--- src/controlUnit_macros.svh ---
`ifndef CONTROLUNIT_MACROS_SVH
`define CONTROLUNIT_MACROS_SVH

// Instruction fields
`define OPCODE_FIELD 31:26
`define RS_FIELD 25:21
`define RT_FIELD 20:16
`define RD_FIELD 15:11
`define IMM_FIELD 15:0
`define TARGET_FIELD 25:0
`define FUNC_FIELD 5:0

`define OP_RTYPE 6'b000000
`define OP_ADDI 6'b001000
`define OP_ADDIU 6'b001001
`define OP_SLTI 6'b001010
`define OP_SLTIU 6'b001011
`define OP_ANDI 6'b001100
`define OP_ORI 6'b001101
`define OP_XORI 6'b001110
`define OP_LUI 6'b001111
`define OP_LW 6'b100011
`define OP_SW 6'b101011
`define OP_BEQ 6'b000100
`define OP_BNE 6'b000101
`define OP_J 6'b000010

// Function codes under OP_RTYPE
`define FN_ADD 6'b100000
`define FN_ADDU 6'b100001
`define FN_SUB 6'b100010
`define FN_SUBU 6'b100011
`define FN_AND 6'b100100
`define FN_OR 6'b100101
`define FN_XOR 6'b100110
`define FN_NOR 6'b100111
`define FN_SLT 6'b101010
`define FN_SLTU 6'b101011

`define ALU_PASS 4'b0000
`define ALU_ADD 4'b0001
`define ALU_AND 4'b0100
`define ALU_OR 4'b0101
`define ALU_NOR 4'b0110
`define ALU_LUI 4'b1010
`define ALU_PC4 4'b1011 // PC plus four
`define ALU_XOR 4'b1100
`define ALU_CMP 4'b1101

// Compare selects for ALU_CMP
`define CMP_SLT 4'b0000
`define CMP_SLTU 4'b0001
`define CMP_SLTI 4'b0010
`define CMP_SLTIU 4'b0011
`define CMP_EQ 4'b1000
`define CMP_NE 4'b1100

`define SIGN_ADDU 2'b00 // Bit 1 signed, bit 0 subtract
`define SIGN_SUBU 2'b01
`define SIGN_ADD 2'b10
`define SIGN_SUB 2'b11

`define EXT_ZERO 2'b00
`define EXT_SIGN 2'b01

`define PC_ADDR_BITS 9 // Branch target bits kept

`endif

--- src/controlPkg.sv ---
package controlPkg;

	typedef logic [31:0] wordT; // Instruction or PC word
	typedef logic [5:0] opcodeT;
	typedef logic [5:0] funcT;
	typedef logic [4:0] regAddrT;
	typedef logic [3:0] aluOpT;
	typedef logic [1:0] aluSignT;
	typedef logic [3:0] cmpSelT;
	typedef logic [1:0] extT; // Immediate extension mode

	// Execute path chosen in decode
	typedef enum logic [3:0] {
		aluReg,
		aluRegTrap, // add, sub
		aluImm,
		aluImmTrap, // addi
		load,
		store,
		branchEq,
		branchNe,
		jump,
		invalid
	} instrClassT;

	typedef enum logic [3:0] {
		resetS,
		fetchAddr, // PC into MAR
		fetchRead,
		fetchWait,
		fetchLoad, // Memory word into IR
		decodeS,
		executeS,
		overflowCheck,
		memAddr,
		storeData,
		memWait,
		loadData,
		loadWrite,
		branchS,
		jumpS
	} cuStateT;

endpackage

--- src/instrDecoder.sv ---
`timescale 1ns/1ns
`include "controlUnit_macros.svh"

module instrDecoder (
	input controlPkg::wordT instruction,
	output controlPkg::instrClassT instrClass,
	output controlPkg::aluOpT decAluOp,
	output controlPkg::aluSignT decAluSign,
	output controlPkg::cmpSelT decCmpSel,
	output controlPkg::extT decSignExt,
	output logic decUseImm,
	output controlPkg::regAddrT regFileRS,
	output controlPkg::regAddrT regFileRT,
	output controlPkg::regAddrT regFileRD
);
	import controlPkg::*;

	opcodeT opcode;
	funcT funcCode;

	assign opcode = instruction[`OPCODE_FIELD];
	assign funcCode = instruction[`FUNC_FIELD];

	assign regFileRS = instruction[`RS_FIELD];
	assign regFileRT = instruction[`RT_FIELD];
	// Register forms write rd, everything else rt
	assign regFileRD = (opcode == `OP_RTYPE) ? instruction[`RD_FIELD] : instruction[`RT_FIELD];

	always_comb begin
		instrClass = invalid;
		decAluOp = `ALU_PASS;
		decAluSign = `SIGN_ADDU;
		decCmpSel = `CMP_SLT;
		decSignExt = `EXT_ZERO;
		decUseImm = 1'b1; // Cleared for register operands below
		case (opcode)
			`OP_RTYPE: begin
				instrClass = aluReg;
				decUseImm = 1'b0;
				case (funcCode)
					`FN_ADDU: decAluOp = `ALU_ADD;
					`FN_ADD: begin
						instrClass = aluRegTrap;
						decAluOp = `ALU_ADD;
						decAluSign = `SIGN_ADD;
					end
					`FN_SUBU: begin
						decAluOp = `ALU_ADD;
						decAluSign = `SIGN_SUBU;
					end
					`FN_SUB: begin
						instrClass = aluRegTrap;
						decAluOp = `ALU_ADD;
						decAluSign = `SIGN_SUB;
					end
					`FN_AND: decAluOp = `ALU_AND;
					`FN_OR: decAluOp = `ALU_OR;
					`FN_XOR: decAluOp = `ALU_XOR;
					`FN_NOR: decAluOp = `ALU_NOR;
					`FN_SLT: decAluOp = `ALU_CMP;
					`FN_SLTU: begin
						decAluOp = `ALU_CMP;
						decCmpSel = `CMP_SLTU;
					end
					default: instrClass = invalid; // Unknown function code
				endcase
			end
			`OP_ADDI: begin
				instrClass = aluImmTrap;
				decAluOp = `ALU_ADD;
				decAluSign = `SIGN_ADD;
				decSignExt = `EXT_SIGN;
			end
			`OP_ADDIU: begin
				instrClass = aluImm;
				decAluOp = `ALU_ADD;
				decAluSign = `SIGN_ADD;
				decSignExt = `EXT_SIGN;
			end
			`OP_ANDI: begin
				instrClass = aluImm;
				decAluOp = `ALU_AND;
			end
			`OP_ORI: begin
				instrClass = aluImm;
				decAluOp = `ALU_OR;
			end
			`OP_XORI: begin
				instrClass = aluImm;
				decAluOp = `ALU_XOR;
			end
			`OP_LUI: begin
				instrClass = aluImm;
				decAluOp = `ALU_LUI;
			end
			`OP_SLTI, `OP_SLTIU: begin
				instrClass = aluImm;
				decAluOp = `ALU_CMP;
				decCmpSel = (opcode == `OP_SLTI) ? `CMP_SLTI : `CMP_SLTIU;
				decSignExt = `EXT_SIGN;
			end
			`OP_LW, `OP_SW: begin
				instrClass = (opcode == `OP_LW) ? load : store;
				decAluOp = `ALU_ADD; // Base plus offset
				decSignExt = `EXT_SIGN;
			end
			`OP_BEQ, `OP_BNE: begin
				instrClass = (opcode == `OP_BEQ) ? branchEq : branchNe;
				decAluOp = `ALU_CMP;
				decCmpSel = (opcode == `OP_BEQ) ? `CMP_EQ : `CMP_NE;
				decUseImm = 1'b0;
			end
			`OP_J: instrClass = jump;
			default: instrClass = invalid;
		endcase
	end

endmodule

--- src/pcRedirect.sv ---
`timescale 1ns/1ns
`include "controlUnit_macros.svh"

module pcRedirect (
	input logic Clk,
	input logic rstN,
	input controlPkg::wordT instruction,
	input controlPkg::wordT currentPC,
	input logic branchTaken,
	input logic jumpTaken,
	input logic fetchIssue,
	output controlPkg::wordT nextPC,
	output logic muxSignals5
);
	import controlPkg::*;

	wordT branchOffset;
	wordT branchTarget;
	wordT jumpTarget;
	logic pending; // Target waits for the next fetch

	assign branchOffset = {{14{instruction[15]}}, instruction[`IMM_FIELD], 2'b00};

	always_comb begin
		branchTarget = currentPC + branchOffset;
		branchTarget[31:`PC_ADDR_BITS] = '0; // Small program memory
	end

	assign jumpTarget = {currentPC[31:28], instruction[`TARGET_FIELD], 2'b00};

	always_ff @(posedge Clk) begin
		if (branchTaken)
			nextPC <= branchTarget;
		else if (jumpTaken)
			nextPC <= jumpTarget;
	end

	always_ff @(posedge Clk or negedge rstN) begin
		if (!rstN)
			pending <= 1'b0;
		else if (branchTaken || jumpTaken)
			pending <= 1'b1;
		else if (fetchIssue)
			pending <= 1'b0; // Consumed by this fetch
	end

	assign muxSignals5 = pending && fetchIssue;

	assert property (@(posedge Clk) disable iff (!rstN) !(branchTaken && jumpTaken));

endmodule

--- src/controlSequencer.sv ---
`timescale 1ns/1ns
`include "controlUnit_macros.svh"

module controlSequencer (
	input logic Clk,
	input logic rstN,
	input controlPkg::instrClassT instrClass,
	input controlPkg::aluOpT decAluOp,
	input controlPkg::aluSignT decAluSign,
	input controlPkg::cmpSelT decCmpSel,
	input controlPkg::extT decSignExt,
	input logic decUseImm,
	input logic [3:0] aluCarryFlags,
	input logic ramMFC,
	output logic clearPC,
	output logic pcEnable,
	output logic irEnable,
	output logic marEnable,
	output logic mdrEnable,
	output logic regFileRW,
	output logic ramMFA,
	output logic ramRW,
	output logic trapMux,
	output logic [1:0] muxSignals,
	output logic muxSignals2,
	output controlPkg::aluOpT aluOperation,
	output controlPkg::aluSignT aluSign,
	output controlPkg::cmpSelT cmpsignal,
	output controlPkg::extT signExtend,
	output logic branchTaken,
	output logic jumpTaken,
	output logic fetchIssue
);
	import controlPkg::*;

	cuStateT state;
	cuStateT nextState;
	logic isTrapClass;
	logic flag; // Overflow or compare result

	assign isTrapClass = (instrClass == aluRegTrap) || (instrClass == aluImmTrap);
	assign flag = aluCarryFlags[0];

	always_ff @(posedge Clk or negedge rstN) begin
		if (!rstN)
			state <= resetS;
		else
			state <= nextState;
	end

	always_comb begin
		nextState = state;
		case (state)
			resetS: nextState = fetchAddr;
			fetchAddr: nextState = fetchRead;
			fetchRead: nextState = fetchWait;
			fetchWait: if (ramMFC) nextState = fetchLoad;
			fetchLoad: nextState = decodeS;
			decodeS: begin
				case (instrClass)
					aluReg, aluRegTrap, aluImm, aluImmTrap: nextState = executeS;
					load, store: nextState = memAddr;
					branchEq, branchNe: nextState = branchS;
					jump: nextState = jumpS;
					default: nextState = fetchAddr; // Invalid code
				endcase
			end
			executeS: nextState = isTrapClass ? overflowCheck : fetchAddr;
			overflowCheck: nextState = flag ? fetchWait : fetchAddr; // Trap vector fetch
			memAddr: nextState = (instrClass == store) ? storeData : memWait;
			storeData: nextState = memWait;
			memWait: begin
				if (ramMFC)
					nextState = (instrClass == load) ? loadData : fetchAddr;
			end
			loadData: nextState = loadWrite;
			loadWrite, branchS, jumpS: nextState = fetchAddr;
			default: nextState = resetS;
		endcase
	end

	always_comb begin
		clearPC = 1'b0;
		pcEnable = 1'b0;
		irEnable = 1'b0;
		marEnable = 1'b0;
		mdrEnable = 1'b0;
		regFileRW = 1'b0;
		ramMFA = 1'b0;
		ramRW = 1'b0;
		trapMux = 1'b0;
		muxSignals = 2'b00;
		muxSignals2 = 1'b0;
		aluOperation = `ALU_PASS;
		aluSign = `SIGN_ADDU;
		cmpsignal = `CMP_SLT;
		signExtend = `EXT_ZERO;
		branchTaken = 1'b0;
		jumpTaken = 1'b0;
		fetchIssue = 1'b0;
		// ALU controls from decode
		if (state inside {executeS, overflowCheck, memAddr, branchS}) begin
			aluOperation = decAluOp;
			aluSign = decAluSign;
			cmpsignal = decCmpSel;
			signExtend = decSignExt;
			muxSignals = decUseImm ? 2'b01 : 2'b00;
		end
		case (state)
			resetS: clearPC = 1'b1;
			fetchAddr: begin
				marEnable = 1'b1;
				muxSignals = 2'b11;
			end
			fetchRead: begin
				pcEnable = 1'b1;
				ramMFA = 1'b1;
				aluOperation = `ALU_PC4;
				muxSignals = 2'b11;
				fetchIssue = 1'b1;
			end
			fetchWait: ramMFA = 1'b1;
			fetchLoad: irEnable = 1'b1;
			executeS: regFileRW = !isTrapClass; // Trap forms write after the check
			overflowCheck: begin
				trapMux = flag;
				ramMFA = flag;
				regFileRW = !flag;
			end
			memAddr: marEnable = 1'b1;
			storeData: mdrEnable = 1'b1; // Register rt into MDR
			memWait: begin
				ramMFA = 1'b1;
				ramRW = (instrClass == store);
			end
			loadData: begin
				mdrEnable = 1'b1;
				muxSignals2 = 1'b1;
			end
			loadWrite: begin
				regFileRW = 1'b1;
				muxSignals = 2'b10;
				muxSignals2 = 1'b1;
			end
			branchS: branchTaken = flag;
			jumpS: jumpTaken = 1'b1;
			default: ;
		endcase
	end

	// A fetch never overlaps a register write
	assert property (@(posedge Clk) disable iff (!rstN) !(pcEnable && regFileRW));

	assert property (@(posedge Clk) disable iff (!rstN) $rose(ramMFA) |-> !marEnable);

	// Memory request held until acknowledged
	assert property (@(posedge Clk) disable iff (!rstN) ramMFA && !ramMFC |=> ramMFA);

endmodule

--- src/controlUnit.sv ---
`timescale 1ns/1ns

module controlUnit (
	output controlPkg::wordT nextPC,
	output logic muxSignals5,
	output controlPkg::cmpSelT cmpsignal,
	output logic trapMux,
	output controlPkg::extT signExtend,
	output logic clearPC,
	output logic regFileRW,
	output controlPkg::regAddrT regFileRD,
	output controlPkg::regAddrT regFileRS,
	output controlPkg::regAddrT regFileRT,
	output controlPkg::aluSignT aluSign,
	output controlPkg::aluOpT aluOperation,
	output logic ramMFA,
	output logic ramRW,
	output logic pcEnable,
	output logic irEnable,
	output logic marEnable,
	output logic mdrEnable,
	output logic [1:0] muxSignals, // ALU B operand select
	output logic muxSignals2, // MDR source select
	input controlPkg::wordT instruction,
	input logic [3:0] aluCarryFlags,
	input logic ramMFC,
	input logic Clk,
	input logic rstN,
	input controlPkg::wordT currentPC
);
	import controlPkg::*;

	instrClassT instrClass;
	aluOpT decAluOp;
	aluSignT decAluSign;
	cmpSelT decCmpSel;
	extT decSignExt;
	logic decUseImm;
	logic branchTaken;
	logic jumpTaken;
	logic fetchIssue;

	instrDecoder i_instrDecoder (
		.instruction(instruction), .instrClass(instrClass),
		.decAluOp(decAluOp), .decAluSign(decAluSign), .decCmpSel(decCmpSel),
		.decSignExt(decSignExt), .decUseImm(decUseImm),
		.regFileRS(regFileRS), .regFileRT(regFileRT), .regFileRD(regFileRD)
	);

	pcRedirect i_pcRedirect (
		.Clk(Clk), .rstN(rstN), .instruction(instruction), .currentPC(currentPC),
		.branchTaken(branchTaken), .jumpTaken(jumpTaken), .fetchIssue(fetchIssue),
		.nextPC(nextPC), .muxSignals5(muxSignals5)
	);

	controlSequencer i_controlSequencer (
		.Clk(Clk), .rstN(rstN), .instrClass(instrClass),
		.decAluOp(decAluOp), .decAluSign(decAluSign), .decCmpSel(decCmpSel),
		.decSignExt(decSignExt), .decUseImm(decUseImm),
		.aluCarryFlags(aluCarryFlags), .ramMFC(ramMFC),
		.clearPC(clearPC), .pcEnable(pcEnable), .irEnable(irEnable),
		.marEnable(marEnable), .mdrEnable(mdrEnable), .regFileRW(regFileRW),
		.ramMFA(ramMFA), .ramRW(ramRW), .trapMux(trapMux),
		.muxSignals(muxSignals), .muxSignals2(muxSignals2),
		.aluOperation(aluOperation), .aluSign(aluSign), .cmpsignal(cmpsignal),
		.signExtend(signExtend), .branchTaken(branchTaken), .jumpTaken(jumpTaken),
		.fetchIssue(fetchIssue)
	);

endmodule

--- config.mk ---
export PLATFORM = sky130hd
export DESIGN_NAME = controlUnit
export DESIGN_NICKNAME = d
export VERILOG_FILES = /design/src/controlPkg.sv /design/src/instrDecoder.sv /design/src/pcRedirect.sv /design/src/controlSequencer.sv /design/src/controlUnit.sv
export VERILOG_INCLUDE_DIRS = /design/src /design/src/src
export SDC_FILE = /design/constraint.sdc
export NUM_CORES = 1
export LEC_CHECK = 0
export BUFFER_PORTS_ARGS = -buffer_cell sky130_fd_sc_hd__buf_2
export CAP_MARGIN = 40
export CORE_ASPECT_RATIO = 0.6
export CORE_MARGIN = 1
export CORE_UTILIZATION = 40
export DETAILED_ROUTE_END_ITERATION = 12
export PLACE_DENSITY_LB_ADDON = 0.25
export SYNTH_ARGS = -nofsm -noshare
export SYNTH_HDL_FRONTEND = slang
export SYNTH_HIERARCHICAL = 1
export SYNTH_SLANG_ARGS = --single-unit
export TNS_END_PERCENT = 50
--- constraint.sdc ---
create_clock -name Clk -period 2.1 [get_ports Clk]
set_input_delay 0.105 -clock Clk [delete_from_list [all_inputs] [get_ports Clk]]
set_output_delay 0.105 -clock Clk [all_outputs]
set_load 0.1 [all_outputs]
### Word-level counts from Yosys, hierarchy flattened

Memory sizes are Yosys's and may differ from the RTL's.
Cells that the tools add are included.
W data, S select, Z words.

| operators by class | value |
|---|---|
| $add $sub $neg | 1 |
| equal/unequal tests | 43 |
| mux-type cells | 45 |
| reduce and logical (&&, ||, !) cells | 30 |

Operators with widths:

| kind | number |
|---|---|
| $eq A6 B6 Y1 const B | 12 |
| $eq A6 B4 Y1 const B | 8 |
| $pmux W4 S12 | 1 |
| $pmux W4 S6 | 2 |
| $eq A4 B4 Y1 const B | 7 |
| $pmux W4 S7 | 1 |
| $eq A4 B3 Y1 const B | 6 |
| $mux W4 | 6 |
| $mux W1 | 20 |
| $reduce_or A2 Y1 | 10 |
| $mux W9 | 2 |
| $reduce_or A4 Y1 | 4 |
| $eq A4 B2 Y1 const B | 3 |
| $eq A6 B3 Y1 const B | 2 |
| $pmux W4 S3 | 1 |
| $add A9 B9 Y9 | 1 |
| $eq A4 B1 Y1 const B | 2 |
| $pmux W2 S2 | 2 |
| $pmux W4 S2 | 1 |
| $reduce_or A8 Y1 | 1 |
| $reduce_or A7 Y1 | 1 |
| $eq A6 B2 Y1 const B | 1 |
| $logic_not A6 Y1 | 1 |
| $mux W2 | 3 |
| 15 further kinds | 21 |

| word-level totals | value |
|---|---|
| bits in registers | 37 |
| bits in read-only memories | 64 |
| bits of input ports | 71 |
| word-level logic and storage cells | 124 |
| memories | 1 |

Memory list:

| memory | depth | bits a word | read ports | clocked after Yosys merged registers in | wr ports | line | source |
|---|---|---|---|---|---|---|---|
| (name not given) | 16 | 4 | 1 | 0 | 0 | controlSequencer.sv:60 | `case (instrClass)` |

### Longest topological paths before layout

Gate-level depths: netlist of the first run.

| depth | value |
|---|---|
| depth in word-level cells | 8 |
| gate-level depth with buffers | 9 |

### By module

The synthesis of the first run kept the hierarchy.

By module, submodules not included:

| module | times used | cells each | area each (um^2) | seq. area each (um^2) |
|---|---|---|---|---|
| pcRedirect | 1 | 136 | 1493.9 | 755.7 |
| controlSequencer | 1 | 106 | 764.5 | 100.1 |
| instrDecoder | 1 | 101 | 583.1 | 0.0 |

### Worst setup path after synthesis of the first run

Ideal clock, no wire load.

| path | value |
|---|---|
| kind | flip-flop to output port |
| start point | reg i_controlSequencer.state[1] |
| end point | out clearPC |
| data arrival time | 3.656 ns |
| path slack | -1.661 ns |
| cell stages (with the launch flop) | 4 |
| buffers on the path | 2 |
| path through | dfrtp_1 > buf_4 > clkbuf_1 > nor4_1 |

| on the way | value |
|---|---|
| cells in the longest elaborated chain, start to end | 2 |

Ends and longest elaborated chain:

| element | line | source |
|---|---|---|
| start, declared | controlSequencer.sv:36 | `cuStateT state;` |
| start signal, assigned | controlSequencer.sv:46 | `state <= resetS;` |
| start signal, assigned | controlSequencer.sv:48 | `state <= nextState;` |
| $logic_not A4 Y1 | controlSequencer.sv:109 | `case (state)` |
| $mux W1 | controlSequencer.sv:109 |  |
| end, declared | controlUnit.sv:9 | `output logic clearPC,` |

No other way between the ends.

### Worst setup path in the final report of the first run

| path | value |
|---|---|
| start point | in instruction[28] |
| end point | out regFileRW |

| on the way | value |
|---|---|
| cells in the longest elaborated chain, start to end | 7 |

Ends and longest elaborated chain:

| element | line | source |
|---|---|---|
| start, declared | controlUnit.sv:24 | `input controlPkg::wordT instruction,` |
| $eq A6 B4 Y1 (tied with other cells) | instrDecoder.sv:36 | `case (opcode)` |
| $reduce_or A7 Y1 (no line) (tied with other cells) | n/a |  |
| $pmux W4 S6 * | instrDecoder.sv:36 |  |
| net instrClass[0] | controlUnit.sv:33 | `instrClassT instrClass;` |
| $eq A4 B1 Y1 / $eq A4 B2 Y1 (equally long branches) | controlSequencer.sv:41 | `assign isTrapClass = (instrClass == aluRegTrap) \|\| (instrClass == aluImmTrap);` |
| $logic_or A1 B1 Y1 * | controlSequencer.sv:41 |  |
| $logic_not A1 Y1 * | controlSequencer.sv:124 | `executeS: regFileRW = !isTrapClass;` |
| $pmux W1 S3 * | controlSequencer.sv:109 |  |
| end, declared | controlUnit.sv:10 | `output logic regFileRW,` |

Mark *: on every way through the listed nets, which the timed path passes. The rest lies on a longest branch.

==> impl_metrics.csv, run 1 <==
group,metric,value,unit
die,initial_core_util,42.02,%
sta,drv_slew,0,
synthesis,synthAdderAreaFrac,3.347,%
synthesis,synth_ff_type,"dfxtp_1",
clock_tree,clk-insertion-delay-late,0.27,ns
clock_tree,clock_sinks,37,
critical_path,worstPathArrival,2.01,ns
critical_path,path_class,"primary input to output pin",
sta,final.period_utilization,100.8,%
synthesis,synthMuxAreaShare,9.643,%
cells_and_area,nets,550,
cells_and_area,area_delta_synth_final,48.57,%
cells_and_area,fin_cells,560,
status,violations,"negative setup slack",
grt,grt_overflow_total,0,
sta,slew-limit-headroom,36.55,%
synthesis,ys_ff_latch,37,
synthesis,synth_top_area_share,16.20,%
die,die_area,0.007456,sq mm
die,rows,23,
grt,grt_max_degree,26,
synthesis,synth.top_cells.by_area,"dfxtp_1 (16%), edfxtp_1 (9.5%), mux2i_1 (8.5%), nor2_1 (5.7%), dfrtp_1 (4.4%)",
placement,placed_area,0.004000,sq mm
synthesis,syn_area_per_cell,8.284,sq um
sta,worst_slew_pin_slew,0.9584,ns
grt,grtUsageTotal,21.64,%
clock_tree,root_buffer,"clkbuf_16",
placement,dp.cells,551,
drt,via_per_inst,5.264,
sta,setup_violations,1,
drt,drc,0,
sta,rsz0062_at_grt,"true",
die,die-width,110.8,um
power,fin_total_pwr,5.550,mW
drt,drt_iter0_markers,215,
synthesis,ys_types,69,
flow_run,cap_violations,0,
synthesis,syn_area,0.002841,sq mm
drt,wl,8299,um
clock_tree,clk_pin_slew,0.05,ns
power,leakage,1.917,nW
placement,detailed_place_hpwl,6677,um
placement,io_buffers,119,
synthesis,yosys_warnings,6,
clock_tree,cts_buffer_depth,2,
drt,first_pass_iters,5,
critical_path,start_kind,"primary input",
die,core_area,0.006763,sq mm
synthesis,synth-simple-area-share,27.12,%
sta,hold_viol_final,0,
die,ios,143,
sta,setup_slack,-0.01727,ns
synthesis,synth_nets,421,
power,peakVddDrop,1.151,mV
clock_tree,cts_max_level,2,
grt,grt_pass1_vias,2629,
power,p_per_area,1315,mW/mm^2
grt,grt_pass1_wl,12970,um
drt,final_antenna_net_count,0,
sta,finalClockSkew,0.005099,ns
synthesis,async_reset_ff_share,13.51,%
worst_hold_path,hp-class,"primary input to flop",
synthesis,syn_inst,343,
sta,timing.fmax,472.3,MHz
status,status,"finished with violations",
cells_and_area,drive_gt1_share,41.44,%
synthesis,seq_area_frac_synth,30.12,%
synthesis,yosysTopAreaCell,"dfxtp_1",
synthesis,synth-compound-area-share,18.10,%
clock_tree,cts_made_buffers,5,
placement,gp_congestion,0.8868,
cells_and_area,insertedDiodeCount,0,
critical_path,worst_ep_required_time,2.00,ns
synthesis,synth_edf_count,9,
critical_path,crit_path_max_fanout,2,
drt,vias,2948,
clock_tree,tritoncts,"built",
cells_and_area,fin_area,0.004222,sq mm
drt,wire_per_inst,14.82,um
synthesis,synth_top_family_by_area,"simple AND/OR/NAND/NOR gates",
grt,antenna_found_initial,0,
critical_path,cp-end-kind,"output pin",
die,die_h,67.29,um
synthesis,synth_xor_area_share,1.541,%
sta,period_minus_slack,2.117,ns
-- path summary, 6_finish.rpt --
| check | from | to | slack, ns | cells past startpoint |
|---|---|---|---|---|
| setup / recovery | instruction[28] | regFileRW | -0.02 | 10 |
| hold / removal | instruction[9] | i_pcRedirect/nextPC[11]$_SDFFE_PP0P_ | 0.08 | 3 |
| setup reg to reg | i_controlSequencer/state[1]$_DFFE_PN0P_ | i_pcRedirect/nextPC[8]$_DFFE_PP_ | 0.24 | 5 |
| hold reg to reg | i_pcRedirect/nextPC[19]$_SDFFE_PP0P_ | i_pcRedirect/nextPC[19]$_SDFFE_PP0P_ | 0.48 | 2 |
| max in group asynchronous | rstN | i_controlSequencer/state[2]$_DFFE_PN0P_ | 1.78 | 2 |
| min in group asynchronous | rstN | i_pcRedirect/pending$_DFFE_PN0P_ | 0.18 | 2 |
-- cells in the final DEF (no fill, tap or decap), drive strengths merged, types with 3 or more instances in the layout --
master / instances
nand4: 3
nand2: 32
a21o: 4
and2: 14
dfrtp: 5
clkbuf: 8
o22ai: 5
mux2i: 24
edfxtp: 9
o32ai: 3
o21ai: 19
nor3: 13
xnor2: 4
nand3: 5
inv: 14
nand2b: 12
nor2: 43
buf: 154
a211oi: 7
nor2b: 6
dfxtp: 23
mux2: 3
ha: 6
a21oi: 15
o21a: 4
-- power by group --
group,leakage [nW],internal (mW),switching (mW)
Sequential,0.335,0.909,0.130
Combinational,1.51,0.944,2.88
Clock,0.0679,0.437,0.246
Total,1.92,2.29,3.26
-- Yosys cell counts (9+ instances only) --
master / instances
nor2_1: 43
nand2_1: 32
mux2i_1: 24
dfxtp_1: 23
buf_4: 16
o21ai_0: 16
a21oi_1: 15
and2_1: 14
inv_1: 12
nand2b_1: 11
nor3_1: 11
edfxtp_1: 9
-- logic make-up after synthesis --
kind of cell,count (synthesis)
other,1
AO/OA/AOI/OAI,73
multiplexers,27
flip-flops,37
adder cells (fa/ha/maj),7
XOR/XNOR,5
buffers and inverters,48
AND/OR/NAND/NOR,145
-- state kept, by name (all words and copies together) (netlist names) --
name,count
i_controlSequencer/state,4
i_pcRedirect/pending,1
i_pcRedirect/nextPC,32
-- critical path: stages --
cell	delay, ns
buf_6	0.09
or4_4	0.56
nor3_4	0.14
o21ai_1	0.08
o211ai_1	0.11
or3b_4	0.42
o21ai_2	0.11
o22a_1	0.18
nor2_4	0.06
buf_12	0.16
-- layout make-up --
type / count / area (sq um)
Sequential cell: 37 / 857.1
Clock inverter: 1 / 5.005
Tap cell: 87 / 108.9
Timing Repair Buffer: 156 / 1252
Inverter: 14 / 52.55
Fill cell: 612 / 2541
Clock buffer: 7 / 132.6
Multi-Input combinational cell: 258 / 1813
-- routing by layer --
metal | global-route usage [%] | up-vias | part of all wire, %
met4 | 3.667 | 0 | 0.67
met2 | 33.77 | 137 | 42
met1 | 31.65 | 1351 | 49
met5 | 0 | - | 0
met3 | 3.770 | 4 | 8.4
li1 | - | 1456 | -
-- through the flow --
| step | setup TNS [ns] | util [%] | hold slack (ns) | setup WS, ns |
|---|---|---|---|---|
| 6_report | -0.01727 | 62.42 | 0.07574 | -0.01727 |
| 5_1_grt | -0.1493 | 62.42 | 0.08986 | -0.1378 |
| 4_1_cts | -0.06272 | 61.68 | 0.07356 | -0.03432 |
| 3_5_place_dp | -0.4486 | 59.15 | -0.07805 | -0.1740 |
| 3_3_place_gp | -0.2290 | 59.15 | -0.08011 | -0.1517 |
| 2_1_floorplan | -1.704 | - | -0.1906 | -0.5431 |
-- what timing repair did --
| action | in CTS | in global routing |
|---|---|---|
| resized for setup | 7 | 9 |
| pin swaps | 1 | 2 |
| hold buffers | 1 | 0 |
| endpoints found under the setup margin | 3 | 8 |
| endpoints found under the hold margin | 5 | 0 |
| setup buffers | 0 | 1 |
Power figures use the tool's default switching activity.
==> run 2, diff against run 1 <==
--- a/config.mk
+++ b/config.mk
@@ -13,6 +13,7 @@
 export CORE_UTILIZATION = 40
 export DETAILED_ROUTE_END_ITERATION = 12
 export PLACE_DENSITY_LB_ADDON = 0.25
+export SKIP_CTS_REPAIR_TIMING = 1
 export SYNTH_ARGS = -nofsm -noshare
 export SYNTH_HDL_FRONTEND = slang
 export SYNTH_HIERARCHICAL = 1
==> run 2 against run 1 <==
The flow still finishes with violations (negative setup slack). Final cell count unchanged. Combinational power hardly changed. Non-clock buffer count unchanged. Wire length is 0.20% lower. Critical path depth did not move. Worst hold slack is essentially flat. Highest routed layer unchanged. Utilization up 0.15 points. Via count decreased by 0.24%. Clock-buffer cell count stayed put. Clock power about the same.
==> impl_metrics.csv, run 2 (synthesis results as in run 1) <==
group,metric,value,unit
status,status,"finished with violations",
status,violations,"negative setup slack",
sta,hold_viol_final,0,
drt,first_pass_iters,4,
sta,rsz0062_at_grt,"true",
cells_and_area,insertedDiodeCount,0,
drt,drt-met1-wl,4083,um
drt,vias,2941,
critical_path,path_class,"primary input to output pin",
cells_and_area,area_delta_synth_final,48.92,%
die,initial_core_util,42.02,%
cells_and_area,fill_cells,606,
power,p_per_area,1315,mW/mm^2
clock_tree,tritoncts,"built",
cells_and_area,drive_gt1_share,41.44,%
power,leakage,1.924,nW
die,die_area,0.007456,sq mm
sta,worst_slew_pin_slew,0.9579,ns
clock_tree,clk_pin_slew,0.05,ns
sta,timing.fmax,472.4,MHz
drt,drt_iter0_markers,194,
placement,gp_congestion,0.8868,
drt,wire_per_inst,14.79,um
placement,placed_area,0.004000,sq mm
critical_path,crit_path_max_fanout,2,
sta,slew-limit-headroom,36.59,%
worst_hold_path,hp-class,"primary input to flop",
cells_and_area,fin_util,62.57,%
critical_path,worst_ep_required_time,2.00,ns
clock_tree,root_buffer,"clkbuf_16",
clock_tree,cts_max_level,2,
cells_and_area,largestRegisters,"i_pcRedirect/nextPC x32, i_controlSequencer/state x4, i_pcRedirect/pending x1",
cells_and_area,fin_area,0.004232,sq mm
clock_tree,cts_made_buffers,5,
die,core_area,0.006763,sq mm
die,rows,23,
placement,pre_cts_slack,-0.1740,ns
cells_and_area,final_common_cell,"buf_2",
drt,via_per_inst,5.252,
grt,grt_max_degree,26,
clock_tree,clock_sinks,37,
power,peakVddDrop,1.149,mV
critical_path,worstPathArrival,2.01,ns
grt,grt_pass1_wl,12940,um
sta,setup_slack,-0.01694,ns
cells_and_area,top_register,"i_pcRedirect/nextPC",
cells_and_area,final_cell_mix,"buf_2 (93), nor2_1 (41), nand2_1 (32), buf_4 (32)",
critical_path,start_kind,"primary input",
clock_tree,cts_buffer_depth,2,
power,fin_total_pwr,5.566,mW
drt,top_layer,"met4",
critical_path,cp-end-kind,"output pin",
drt,met3_length,635,um
grt,grt_pass1_vias,2619,
sta,drv_slew,0,
die,ios,143,
grt,antenna_found_initial,0,
clock_tree,clk-insertion-delay-late,0.27,ns
sta,setup_violations,1,
die,die_h,67.29,um
cells_and_area,largest_reg_flops,32,
drt,wl,8282,um
drt,final_antenna_net_count,0,
die,die-width,110.8,um
flow_run,cap_violations,0,
drt,wl_met2,3506,um
sta,finalSetupTns,-0.01694,ns
sta,finalClockSkew,0.005253,ns
placement,detailed_place_hpwl,6677,um
sta,period_minus_slack,2.117,ns
drt,drc,0,
placement,io_buffers,119,
grt,grtUsageTotal,21.60,%
sta,final.period_utilization,100.8,%
grt,grt_overflow_total,0,
cells_and_area,nets,550,
[run 2: cell counts in the layout (fill, tap and decap cells not counted)]
No cell type changed its count.
[run 2: path summary, 6_finish.rpt]
path	from	endpoint	slack, ns	cells after the start
min	instruction[9]	i_pcRedirect/nextPC[11]$_SDFFE_PP0P_	0.08	3
max in group asynchronous	rstN	i_controlSequencer/state[2]$_DFFE_PN0P_	1.78	2
min in group asynchronous	rstN	i_pcRedirect/pending$_DFFE_PN0P_	0.18	2
max	instruction[27]	regFileRW	-0.02	10
min reg2reg	i_pcRedirect/nextPC[19]$_SDFFE_PP0P_	i_pcRedirect/nextPC[19]$_SDFFE_PP0P_	0.48	2
max reg2reg	i_controlSequencer/state[2]$_DFFE_PN0P_	i_pcRedirect/nextPC[8]$_DFFE_PP_	0.23	6
[run 2: worst max-delay path, cell delays in order]
cell and delay (ns):
buf_6 0.09, or4_4 0.56, nor3_4 0.14, o21ai_1 0.08, o211ai_1 0.11, or3b_4 0.42
o21ai_2 0.11, o22a_1 0.17, nor2_4 0.05, buf_12 0.16
[run 2: final cells by class]
type / instances / area (sq um) / share of cell area, %
clock inverter: 1 / 5.005 / 0.1183
inverter: 14 / 52.55 / 1.242
clock buffer: 7 / 132.6 / 3.134
multi-input combinational: 258 / 1815 / 42.90
sequential: 37 / 857.1 / 20.25
timing repair buffer: 156 / 1260 / 29.78
tap: 87 / 108.9 / 2.572
[run 2: stage by stage]
| step | hold slack (ns) | cells |
|---|---|---|
| floorplan | -0.1906 | 343 |
| global placement | -0.08011 | 551 |
| detailed placement | -0.07805 | 551 |
| CTS | -0.3611 | 559 |
| global route | 0.08986 | 560 |
| finish | 0.07550 | 560 |
[run 2: layer usage]
| metal | global-route usage (%) | up-vias |
|---|---|---|
| li1 | - | 1457 |
| met1 | 31.60 | 1340 |
| met2 | 33.70 | 140 |
| met3 | 3.770 | 4 |
| met4 | 3.667 | 0 |
| met5 | 0 | - |
[run 2: where the power goes]
part / internal [mW] / switching [mW]
Clock: 0.437 / 0.246
Sequential: 0.909 / 0.133
Combinational: 0.959 / 2.88
==> run 3, diff against run 2 <==
--- a/config.mk
+++ b/config.mk
@@ -6,11 +6,14 @@
 export SDC_FILE = /design/constraint.sdc
 export NUM_CORES = 1
 export LEC_CHECK = 0
+export ABC_CLOCK_PERIOD_IN_PS = 2100
 export BUFFER_PORTS_ARGS = -buffer_cell sky130_fd_sc_hd__buf_2
 export CAP_MARGIN = 40
+export CELL_PAD_IN_SITES_DETAIL_PLACEMENT = 0
+export CELL_PAD_IN_SITES_GLOBAL_PLACEMENT = 1
 export CORE_ASPECT_RATIO = 0.6
 export CORE_MARGIN = 1
-export CORE_UTILIZATION = 40
+export CORE_UTILIZATION = 29
 export DETAILED_ROUTE_END_ITERATION = 12
 export PLACE_DENSITY_LB_ADDON = 0.25
 export SKIP_CTS_REPAIR_TIMING = 1
==> run 3 against run 2 <==
The flow still finishes with violations (negative setup slack). Sequential share of layout area fell by 0.65 points. Worst setup slack got worse by 0.0057 ns. Critical path type unchanged. Clock-buffer cell count unchanged. Flip-flop and latch count unchanged.
==> impl_metrics.csv, run 3 (synthesis results as in run 1) <==
group,metric,value,unit
status,status,"finished with violations",
status,violations,"negative setup slack",
grt,antenna_found_initial,0,
drt,drc,0,
clock_tree,root_buffer,"clkbuf_16",
placement,io_buffers,119,
cells_and_area,final_cell_mix,"buf_2 (92), buf_4 (43), nor2_1 (41), nand2_1 (32), buf_12 (25)",
cells_and_area,insertedDiodeCount,0,
cells_and_area,largest_reg_flops,32,
drt,via_per_inst,4.835,
sta,hold_viol_final,0,
die,die_h,78.68,um
drt,vias,2964,
drt,wire_per_inst,14.49,um
critical_path,start_kind,"primary input",
sta,timing.fmax,471.1,MHz
sta,final.period_utilization,101.1,%
worst_hold_path,holdPathStages,3,
critical_path,crit_start,"instruction[27]",
critical_path,crit_path_max_fanout,2,
drt,wl,8883,um
power,switching_power,3.299,mW
power,power_frac_comb,68.9,%
drt,final_antenna_net_count,0,
drt,first_pass_iters,4,
clock_tree,clk-insertion-delay-late,0.27,ns
cells_and_area,top_register,"i_pcRedirect/nextPC",
die,ios,143,
cells_and_area,final_common_cell,"buf_2",
cells_and_area,fill_cells,931,
sta,setup_slack,-0.02262,ns
placement,detailed_place_hpwl,7197,um
clock_tree,tritoncts,"built",
sta,finalClockSkew,0.003884,ns
worst_hold_path,hp-class,"primary input to flop",
placement,placed_area,0.004129,sq mm
sta,rsz0062_at_grt,"true",
critical_path,worst_ep_required_time,2.00,ns
power,clock_power_share,12.5,%
cells_and_area,fin_area,0.004378,sq mm
clock_tree,cts_max_level,2,
sta,hold_ws,0.06700,ns
flow_run,cap_violations,0,
grt,grt_max_degree,24,
die,rows,27,
grt,grt_overflow_total,0,
power,peakVddDrop,1.499,mV
power,leakage,1.971,nW
clock_tree,clock_sinks,37,
cells_and_area,fin_cells,613,
placement,dp.cells,602,
placement,pre_cts_slack,-0.1800,ns
grt,grt_pass1_vias,2764,
grt,grt_pass1_wl,14120,um
sta,finalSetupTns,-0.02262,ns
drt,drt_iter0_markers,112,
worst_hold_path,min_from,"currentPC[29]",
cells_and_area,area_delta_synth_final,54.07,%
grt,grtUsageTotal,17.62,%
cells_and_area,drive_gt1_share,43.06,%
power,p_per_area,1296,mW/mm^2
cells_and_area,nets,560,
clock_tree,cts_buffer_depth,2,
clock_tree,clk_pin_slew,0.06,ns
critical_path,rr_startpoint,"i_controlSequencer/state[1]$_DFFE_PN0P_",
clock_tree,cts_made_buffers,5,
critical_path,cp-end-kind,"output pin",
sta,period_minus_slack,2.123,ns
sta,worst_slew_pin_slew,0.9631,ns
power,p_int,2.375,mW
placement,gp_congestion,0.8783,
sta,setup_violations,1,
die,die-width,129.8,um
critical_path,r2r-end,"i_pcRedirect/nextPC[8]$_DFFE_PP_",
power,p_seq_share,18.6,%
critical_path,timing.reg2reg.worst_path_depth,5,
die,initial_core_util,30.48,%
cells_and_area,fin_util,46.95,%
cells_and_area,largestRegisters,"i_pcRedirect/nextPC x32, i_controlSequencer/state x4, i_pcRedirect/pending x1",
power,fin_total_pwr,5.674,mW
critical_path,reg2reg_slack,0.31,ns
power,netSwitchingFraction,58.15,%
critical_path,worstPathArrival,2.02,ns
sta,drv_slew,0,
worst_hold_path,whs_endpoint,"i_pcRedirect/nextPC[29]$_SDFFE_PP0P_",
critical_path,path_class,"primary input to output pin",
sta,slew-limit-headroom,36.24,%
die,core_area,0.009324,sq mm
die,die_area,0.01021,sq mm
run 3: changes by cell type in the layout (fill, tap and decap cells not counted), sizes merged:
cell / change
buf: +10
run 3: worst max-delay path by stage:
| stage | endpoint | slack (ns) |
|---|---|---|
| 2_1_floorplan | clearPC | -0.54 |
| 3_5_place_dp | regFileRW | -0.18 |
| 4_1_cts | regFileRW | -0.18 |
| 6_report | regFileRW | -0.02 |
| 5_1_grt | regFileRW | -0.14 |
| 3_3_place_gp | regFileRW | -0.14 |
run 3: critical path, stage by stage:
cell and delay (ns):
buf_6 0.10, or4_4 0.55, nor3_4 0.14, o21ai_1 0.09, o211ai_1 0.13, or3b_4 0.42, o21ai_2 0.11, o22a_1 0.17
nor2_4 0.05, buf_12 0.16
run 3: area by class of cell:
cell class | instances | area (sq um) | area share [%]
Timing Repair Buffer | 166 | 1346 | 30.75
Clock inverter | 1 | 8.758 | 0.2001
Clock buffer | 7 | 132.6 | 3.029
Tap cell | 130 | 162.7 | 3.715
Sequential cell | 37 | 858.3 | 19.61
Inverter | 14 | 52.55 | 1.200
Multi-Input combinational cell | 258 | 1817 | 41.50
run 3: metal layers:
metal	vias up	GRT usage, %	share of wire (%)
met3	2	3.613	7.7
met2	118	26.26	40
li1	1473	-	-
met5	-	0	0
met4	0	3.023	0.36
met1	1371	26.00	52
run 3: power groups by stage:
stage / clock [mW] / sequential, mW / combinational (mW)
4_1_cts: 0.737 / 1.05 / 3.83
2_1_floorplan: 0 / 2.01 / 1.99
3_3_place_gp: 0 / 1.05 / 3.80
5_1_grt: 0.765 / 1.08 / 4.10
3_5_place_dp: 0 / 1.06 / 3.83
6_report: 0.709 / 1.05 / 3.91
